## src/hw/gpio_defines.svh

```systemverilog
//~~~~~~~~~~~~~~~~~~~~~~~~~~~~~~
// GPIO subsystem constants
// Address map, pin counts and synchronizer depth
//~~~~~~~~~~~~~~~~~~~~~~~~~~~~~~

`ifndef GPIO_DEFINES_SVH
`define GPIO_DEFINES_SVH

// Each bank occupies four words of address space
`define GPIO_BANK0_BASE 8'h00
`define GPIO_BANK1_BASE 8'h10

// Register offsets inside a bank
`define GPIO_DIR_OFFSET 8'h0
`define GPIO_VALUE_OFFSET 8'h4

// Pins per bank
`define GPIO_BANK0_PINS 8
`define GPIO_BANK1_PINS 4

// Flip-flops between a pad and the value register
`define GPIO_SYNC_STAGES 2

`endif

```

## src/hw/gpio_pkg.sv

```systemverilog
//~~~~~~~~~~~~~~~~~~~~~~~~~~~~~~
// GPIO subsystem types
// Bus widths and register selectors
//~~~~~~~~~~~~~~~~~~~~~~~~~~~~~~

`default_nettype none

`include "gpio_defines.svh"

package gpio_pkg;

    // APB address, wide enough for both banks and the unmapped space above them
    typedef logic [7:0] io_addr_t;

    // APB read and write data
    typedef logic [31:0] io_data_t;

    // Bank targeted by the current transfer, bank_none for an unmapped address
    typedef enum logic [1:0]
    {
        bank0,
        bank1,
        bank_none
    } gpio_bank_t;

    // Register inside a bank
    typedef enum logic
    {
        reg_dir,
        reg_value
    } gpio_reg_t;

endpackage

`default_nettype wire

```

## src/hw/synchronizer.sv

```systemverilog
//~~~~~~~~~~~~~~~~~~~~~~~~~~~~~~
// Flip-flop synchronizer for any payload type
//~~~~~~~~~~~~~~~~~~~~~~~~~~~~~~

`timescale 1ns/1ps
`default_nettype none

module synchronizer #(
    parameter type T = logic,
    parameter int STAGES = 2
)
(
    input  wire logic clk,
    input  wire logic reset,
    input  wire T     d,
    output T          q
);

    // Stage 0 takes the asynchronous input, the last stage is considered stable
    T stages [STAGES];

    always_ff @(posedge clk or posedge reset)
    begin
        if (reset)
        begin
            for (int i = 0; i < STAGES; i++)
                stages[i] <= '0;
        end
        else
        begin
            stages[0] <= d;
            for (int i = 1; i < STAGES; i++)
                stages[i] <= stages[i - 1];
        end
    end

    assign q = stages[STAGES - 1];

endmodule

`default_nettype wire

```

## src/hw/gpio_controller.sv

```systemverilog
//~~~~~~~~~~~~~~~~~~~~~~~~~~~~~~
// GPIO bank
// Direction and output registers with synchronized pin inputs
//~~~~~~~~~~~~~~~~~~~~~~~~~~~~~~

`timescale 1ns/1ps
`default_nettype none

`include "gpio_defines.svh"

module gpio_controller
    import gpio_pkg::*;
#(
    parameter int NUM_PINS = 8
)
(
    input  wire logic                  clk,
    input  wire logic                  reset,
    input  wire logic                  write_en,
    input  wire gpio_reg_t             reg_sel,
    input  wire io_data_t              wdata,
    input  wire logic [NUM_PINS - 1:0] pin_in,
    output logic [NUM_PINS - 1:0]      pin_out,
    output logic [NUM_PINS - 1:0]      pin_oe,
    output logic [NUM_PINS - 1:0]      direction,
    output logic [NUM_PINS - 1:0]      pin_value
);

    // Payload type handed to the synchronizer
    typedef logic [NUM_PINS - 1:0] pin_vec_t;

    // Register update. The strobe is already qualified by bank at the top level,
    // so only the register offset is tested here
    always_ff @(posedge clk or posedge reset)
    begin
        if (reset)
        begin
            direction <= '0;
            pin_out <= '0;
        end
        else if (write_en)
        begin
            // Upper data bits beyond the pin count are discarded
            case (reg_sel)
                reg_dir:
                    direction <= wdata[NUM_PINS - 1:0];
                reg_value:
                    pin_out <= wdata[NUM_PINS - 1:0];
                default:
                    direction <= direction;
            endcase
        end
    end

    // A set direction bit turns the pad driver on at the chip level
    assign pin_oe = direction;

    // Pads change without reference to clk, so they pass through a flop chain
    // before the read path sees them.
    // Output pins read back their own driven level through the pad
    synchronizer #(
        .T      (pin_vec_t),
        .STAGES (`GPIO_SYNC_STAGES)
    ) pin_sync_inst (
        .clk   (clk),
        .reset (reset),
        .d     (pin_in),
        .q     (pin_value)
    );

endmodule

`default_nettype wire

```

## src/hw/apb_io_decode.sv

```systemverilog
//~~~~~~~~~~~~~~~~~~~~~~~~~~~~~~
// APB decode
// Turns APB transfers into bank register strobes
//~~~~~~~~~~~~~~~~~~~~~~~~~~~~~~

`timescale 1ns/1ps
`default_nettype none

`include "gpio_defines.svh"

module apb_io_decode
    import gpio_pkg::*;
(
    input  wire logic       clk,
    input  wire logic       reset,
    input  wire io_addr_t   paddr,
    input  wire logic       psel,
    input  wire logic       penable,
    input  wire logic       pwrite,
    input  wire io_data_t   pwdata,
    output gpio_bank_t      bank_sel,
    output gpio_reg_t       reg_sel,
    output logic            write_en,
    output logic            read_en,
    output logic            access,
    output io_data_t        wdata
);

    // Set once the current access phase has issued its strobe
    logic strobe_done;
    logic first_access;

    // Address match against the two register offsets of each bank
    always_comb
    begin
        bank_sel = bank_none;
        reg_sel = reg_dir;
        case (paddr)
            `GPIO_BANK0_BASE + `GPIO_DIR_OFFSET:
            begin
                bank_sel = bank0;
                reg_sel = reg_dir;
            end
            `GPIO_BANK0_BASE + `GPIO_VALUE_OFFSET:
            begin
                bank_sel = bank0;
                reg_sel = reg_value;
            end
            `GPIO_BANK1_BASE + `GPIO_DIR_OFFSET:
            begin
                bank_sel = bank1;
                reg_sel = reg_dir;
            end
            `GPIO_BANK1_BASE + `GPIO_VALUE_OFFSET:
            begin
                bank_sel = bank1;
                reg_sel = reg_value;
            end
            default:
            begin
                // Anything else falls into the unmapped space
                bank_sel = bank_none;
                reg_sel = reg_dir;
            end
        endcase
    end

    assign access = psel & penable;

    // The flag follows access with one cycle of delay, so it is clear exactly in
    // the first access cycle and drops again in the setup phase of the next transfer
    always_ff @(posedge clk or posedge reset)
    begin
        if (reset)
            strobe_done <= 1'b0;
        else
            strobe_done <= access;
    end

    assign first_access = access & ~strobe_done;

    // Writes to unmapped addresses are dropped here, reads still strobe so the
    // result stage can insert its wait state and return zero
    assign write_en = first_access & pwrite & (bank_sel != bank_none);
    assign read_en = first_access & ~pwrite;

    assign wdata = pwdata;

endmodule

`default_nettype wire

```

## src/hw/io_read_result.sv

```systemverilog
//~~~~~~~~~~~~~~~~~~~~~~~~~~~~~~
// APB response stage
// Read data register, PREADY and PSLVERR
//~~~~~~~~~~~~~~~~~~~~~~~~~~~~~~

`timescale 1ns/1ps
`default_nettype none

`include "gpio_defines.svh"

module io_read_result
    import gpio_pkg::*;
(
    input  wire logic                          clk,
    input  wire logic                          reset,
    input  wire gpio_bank_t                    bank_sel,
    input  wire gpio_reg_t                     reg_sel,
    input  wire logic                          read_en,
    input  wire logic                          access,
    input  wire logic [`GPIO_BANK0_PINS - 1:0] dir0,
    input  wire logic [`GPIO_BANK0_PINS - 1:0] value0,
    input  wire logic [`GPIO_BANK1_PINS - 1:0] dir1,
    input  wire logic [`GPIO_BANK1_PINS - 1:0] value1,
    output io_data_t                           prdata,
    output logic                               pready,
    output logic                               pslverr
);

    io_data_t read_mux;
    io_data_t read_data;
    logic read_ready;

    // Zero-extended register selected by the current address.
    // Unmapped addresses read as zero
    always_comb
    begin
        read_mux = '0;
        case (bank_sel)
            bank0:
                read_mux[`GPIO_BANK0_PINS - 1:0] = (reg_sel == reg_dir) ? dir0 : value0;
            bank1:
                read_mux[`GPIO_BANK1_PINS - 1:0] = (reg_sel == reg_dir) ? dir1 : value1;
            default:
                read_mux = '0;
        endcase
    end

    // Capture happens in the first access cycle of a read, the flag holds the
    // data on the bus until the transfer ends
    always_ff @(posedge clk or posedge reset)
    begin
        if (reset)
        begin
            read_data <= '0;
            read_ready <= 1'b0;
        end
        else if (read_en)
        begin
            read_data <= read_mux;
            read_ready <= 1'b1;
        end
        else if (!access)
            read_ready <= 1'b0;
    end

    assign prdata = read_ready ? read_data : '0;

    // The read strobe cycle is the single wait state, every other access cycle completes
    assign pready = access & ~read_en;

    // Error only flagged in the completing cycle
    assign pslverr = pready & (bank_sel == bank_none);

endmodule

`default_nettype wire

```

## src/hw/gpio_subsystem.sv

```systemverilog
//~~~~~~~~~~~~~~~~~~~~~~~~~~~~~~
// GPIO subsystem top
// APB decode, two GPIO banks and the response stage
//~~~~~~~~~~~~~~~~~~~~~~~~~~~~~~

`timescale 1ns/1ps
`default_nettype none

`include "gpio_defines.svh"

module gpio_subsystem
    import gpio_pkg::*;
(
    input  wire logic                          clk,
    input  wire logic                          reset,
    input  wire io_addr_t                      paddr,
    input  wire logic                          psel,
    input  wire logic                          penable,
    input  wire logic                          pwrite,
    input  wire io_data_t                      pwdata,
    output io_data_t                           prdata,
    output logic                               pready,
    output logic                               pslverr,
    input  wire logic [`GPIO_BANK0_PINS - 1:0] gpio0_in,
    output logic [`GPIO_BANK0_PINS - 1:0]      gpio0_out,
    output logic [`GPIO_BANK0_PINS - 1:0]      gpio0_oe,
    input  wire logic [`GPIO_BANK1_PINS - 1:0] gpio1_in,
    output logic [`GPIO_BANK1_PINS - 1:0]      gpio1_out,
    output logic [`GPIO_BANK1_PINS - 1:0]      gpio1_oe
);

    gpio_bank_t bank_sel;
    gpio_reg_t reg_sel;
    logic write_en;
    logic read_en;
    logic access;
    io_data_t wdata;

    // Per-bank write strobes
    logic write_en0;
    logic write_en1;

    logic [`GPIO_BANK0_PINS - 1:0] dir0;
    logic [`GPIO_BANK0_PINS - 1:0] value0;
    logic [`GPIO_BANK1_PINS - 1:0] dir1;
    logic [`GPIO_BANK1_PINS - 1:0] value1;

    apb_io_decode decode_inst (
        .clk      (clk),
        .reset    (reset),
        .paddr    (paddr),
        .psel     (psel),
        .penable  (penable),
        .pwrite   (pwrite),
        .pwdata   (pwdata),
        .bank_sel (bank_sel),
        .reg_sel  (reg_sel),
        .write_en (write_en),
        .read_en  (read_en),
        .access   (access),
        .wdata    (wdata)
    );

    // Only the addressed bank sees the write
    assign write_en0 = write_en & (bank_sel == bank0);
    assign write_en1 = write_en & (bank_sel == bank1);

    gpio_controller #(
        .NUM_PINS (`GPIO_BANK0_PINS)
    ) bank0_inst (
        .clk       (clk),
        .reset     (reset),
        .write_en  (write_en0),
        .reg_sel   (reg_sel),
        .wdata     (wdata),
        .pin_in    (gpio0_in),
        .pin_out   (gpio0_out),
        .pin_oe    (gpio0_oe),
        .direction (dir0),
        .pin_value (value0)
    );

    gpio_controller #(
        .NUM_PINS (`GPIO_BANK1_PINS)
    ) bank1_inst (
        .clk       (clk),
        .reset     (reset),
        .write_en  (write_en1),
        .reg_sel   (reg_sel),
        .wdata     (wdata),
        .pin_in    (gpio1_in),
        .pin_out   (gpio1_out),
        .pin_oe    (gpio1_oe),
        .direction (dir1),
        .pin_value (value1)
    );

    io_read_result result_inst (
        .clk      (clk),
        .reset    (reset),
        .bank_sel (bank_sel),
        .reg_sel  (reg_sel),
        .read_en  (read_en),
        .access   (access),
        .dir0     (dir0),
        .value0   (value0),
        .dir1     (dir1),
        .value1   (value1),
        .prdata   (prdata),
        .pready   (pready),
        .pslverr  (pslverr)
    );

endmodule

`default_nettype wire

```

## config.mk

```make
export PLATFORM = sky130hd
export DESIGN_NAME = gpio_subsystem
export DESIGN_NICKNAME = d
export VERILOG_FILES = /design/src/hw/gpio_pkg.sv /design/src/hw/synchronizer.sv /design/src/hw/gpio_controller.sv /design/src/hw/apb_io_decode.sv /design/src/hw/io_read_result.sv /design/src/hw/gpio_subsystem.sv
export VERILOG_INCLUDE_DIRS = /design/src /design/src/hw
export SDC_FILE = /design/constraint.sdc
export NUM_CORES = 1
export LEC_CHECK = 0
export BUFFER_PORTS_ARGS = -buffer_cell sky130_fd_sc_hd__buf_2
export CORE_UTILIZATION = 30
export DETAILED_ROUTE_END_ITERATION = 10
export PLACE_DENSITY_LB_ADDON = 0.1
export SYNTH_ARGS = -nofsm -noshare
export SYNTH_HDL_FRONTEND = slang
export SYNTH_SLANG_ARGS = --single-unit
```

## constraint.sdc

```tcl
create_clock -name clk -period 1.7 [get_ports clk]
set_input_delay 0.085 -clock clk [delete_from_list [all_inputs] [get_ports clk]]
set_output_delay 0.085 -clock clk [all_outputs]
set_load 0.01 [all_outputs]
```

==> flow_summary.yaml <==
worst_setup_path:
  crit_path_start_kind: "flip-flop"
  arrival_ps: 1540
  max_stage_delay_ps: 390
  cp_top_family: "simple AND/OR/NAND/NOR gates"
  startpoint: "decode_inst.strobe_done$_DFF_PP0_"
  crit_buf_inv: 2
  r2r-end: "bank0_inst.pin_out[5]$_DFFE_PP0P_"
  rrSetupSlack_ps: 110
  reg2reg_from: "decode_inst.strobe_done$_DFF_PP0_"
  critPathSlowestCell: "or3_4"
  worstPathCellList: "or3_4 -> buf_8 -> and3_2 -> buf_2"
  endpoint: "pslverr"
  crit_path_end_kind: "output pin"
  worst-path-stages: 4
  worst_ep_required_time_ps: 1620
  worstRegToRegCells: 5
  path_max_fanout: 5
  criticalPathCategory: "flip-flop to output pin"
routing:
  final_antenna_net_count: 0
  drc_errors: 0
  drtIter0Drc: 31
  wl_per_cell_um: 12.8
  vias_per_cell: 4.12
  vias: 1512
  wl_mm: 4.70
  first_pass_iters: 4
sta:
  setup_viol_count_final: 0
  finalCriticalPeriod_ps: 1630
  slew_headroom_pct: 60.2
  hold_violations: 0
  fin_tns_setup_ps: 0
  fin_worst_skew_ps: 5.05
  fin_ws_ps: 70.6
  finalCritPeriodShare_pct: 95.8
  slew_violations: 0
  worst_pin_slew_ps: 596
  timing.hold.ws_ps: 31.9
  rsz0062_at_grt: "no"
  max_freq_mhz: 614
synth:
  yosys_warnings: 0
  ys_ff_latch: 58
  synthCells: 159
  syn_avg_cell_area_um2: 14.9
  synth.cell_area_um2: 2370
  yosysUniqueCellTypes: 27
  ys_seq_area_share_pct: 61.2
floorplan:
  io-pin-count: 115
  core_um2: 7690
  start_util_pct: 30.9
  die_h_um: 90.9
  rows: 32
  chipWidth_um: 90.9
  dieArea_um2: 8270
global_route:
  grt_remaining_overflow: 0
  grt_max_degree: 33
  antenna_found_initial: 0
  grt_pass1_vias: 1431
  grt_usage_pct: 12.5
  grt_pass1_wl_mm: 7.58
power:
  p_leak_nw: 1.69
  switching_share_pct: 22.4
  power.share.sequential_pct: 51.7
  p_clk_share_pct: 41.0
  pwr-share-comb_pct: 7.4
  vdd_drop_max_mv: 0.389
  powerDensity_nw_per_um2: 873
  switchingPower_mw: 0.623
  power.internal_mw: 2.16
final_layout:
  fin_util_pct: 41.5
  antenna_cells: 0
  num-fill-cells: 742
  drive_above_1_share_pct: 47.9
  final_cell_mix: "buf_2, dfrtp_1, mux2_2, conb_1, dlygate4sd3_1"
  final_common_cell: "buf_2"
  syn2layout_area_growth_pct: 34.3
  stdcell_count: 367
  final_nets: 317
worst_hold_path:
  hold_path_class: "input port to flip-flop"
  hold_path_depth: 2
placed_design:
  place.gp.congestion: 0.668
  hpwl_mm: 3.45
  dpl.cell_count: 332
  post-place-ws_ps: 38.0
  io_buffers: 66
clock_network:
  clockBufferDepth: 2
  cts_sinks: 58
  cts_tree: "done"
  numCtsBuffers: 9
  cts_root_buf: "clkbuf_8"
  insertion_delay_ps: 330
  clkTransAtPathRegs_ps: 60
  cts.htree.levels: 3
run:
  max-cap-violations: 0
status:
  status: "completed"
[flip-flops by register name, summed over array words and instances, names as in the netlist]
register	cells
bank0_inst.pin_out	8
bank0_inst.pin_sync_inst.q	8
decode_inst.strobe_done	1
result_inst.read_data	8
bank0_inst.direction	8
result_inst.read_ready	1
bank1_inst.pin_sync_inst.q	4
bank1_inst.pin_sync_inst.stages	4
bank1_inst.pin_out	4
bank0_inst.pin_sync_inst.stages	8
bank1_inst.direction	4
[kinds of logic after synthesis]
kind of cell / count (synthesis) / share of synthesized area (%)
buf+inv: 28 / 8.54
other cells: 1 / 0.158
mux: 32 / 17.2
simple gates: 32 / 10.6
compound gates: 8 / 2.32
flops: 58 / 61.2
[worst min path at each step]
stage	startpoint	slack (ps)	end
floorplan	gpio0_in[2]	120	bank0_inst.pin_sync_inst.stages[10]$_DFF_PP0_
CTS	pwdata[3]	20	bank0_inst.direction[3]$_DFFE_PP0P_
detailed placement	reset	190	bank0_inst.pin_out[7]$_DFFE_PP0P_
finish	pwdata[3]	30	bank0_inst.pin_out[3]$_DFFE_PP0P_
global placement	reset	190	bank0_inst.pin_out[7]$_DFFE_PP0P_
global route	pwdata[1]	20	bank1_inst.direction[1]$_DFFE_PP0P_
[cell usage after synthesis]
| library cell | count | area (µm²) |
|---|---|---|
| dfrtp_1 | 58 | 1450 |
| buf_4 | 24 | 180 |
| mux2_2 | 24 | 270 |
| and2_1 | 9 | 56.3 |
| nand2_1 | 8 | 30.0 |
| a22o_1 | 4 | 35.0 |
| mux2i_1 | 4 | 40.0 |
| o21ai_0 | 4 | 20.0 |
| inv_1 | 2 | 7.51 |
| mux4_1 | 2 | 52.6 |
| mux4_2 | 2 | 45.0 |
| nand4b_1 | 2 | 17.5 |
| nor4b_4 | 2 | 47.6 |
| and2_2 | 1 | 7.51 |
| and3_2 | 1 | 7.51 |
| buf_6 | 1 | 11.3 |
| clkbuf_1 | 1 | 3.75 |
| conb_1 | 1 | 3.75 |
| nand2_2 | 1 | 6.26 |
| nand4_1 | 1 | 6.26 |
| nor2_1 | 1 | 3.75 |
| nor3_2 | 1 | 10.0 |
| nor3_4 | 1 | 16.3 |
| nor3b_1 | 1 | 7.51 |
| nor4_4 | 1 | 21.3 |
| or3_1 | 1 | 6.26 |
| or3_2 | 1 | 7.51 |
[per-stage QoR]
step	power (mW)	instance area, µm²
final	2.78	3190
after global routing	2.91	3190
after CTS	2.83	3170
after detailed placement	1.64	2810
after global placement	1.64	2810
after floorplan	1.59	2460
[area by class of cell]
class / instances / area, µm² / area share, %
tap: 102 / 128 / 4.00
timing repair buffer: 93 / 608 / 19.1
clock buffer: 14 / 173 / 5.42
inverter: 2 / 7.51 / 0.236
multi-input combinational: 96 / 810 / 25.4
clock inverter: 2 / 10.0 / 0.314
sequential: 58 / 1450 / 45.5
[worst register-to-register path, stage by stage (launching register included)]
cell and delay [ps]:
dfrtp_1 380, nand4b_1 170, buf_4 170, nor4b_4 260
buf_12 180, mux2_2 330
[power groups by stage]
stage | clock network (mW) | logic, mW | registers [mW]
6_report | 1.14 | 0.205 | 1.44
5_1_grt | 1.24 | 0.228 | 1.44
4_1_cts | 1.18 | 0.206 | 1.44
3_5_place_dp | 0 | 0.175 | 1.46
3_3_place_gp | 0 | 0.174 | 1.46
2_1_floorplan | 0 | 0.128 | 1.46
[layer usage]
layer	vias up	wire length, µm	GRT usage, %
li1	707	-	-
met1	735	2260	16.3
met2	61	2000	17.2
met3	9	337	5.39
met4	0	99	6.75
met5	-	0	0
[repair_timing]
item	CTS	global route
setup endpoints to repair	1	2
pin swaps	0	1
hold buffers	17	0
resized for setup	2	1
buffers inserted	0	2
endpoints found under the hold margin	46	0
(Power assumes the default switching activity.)
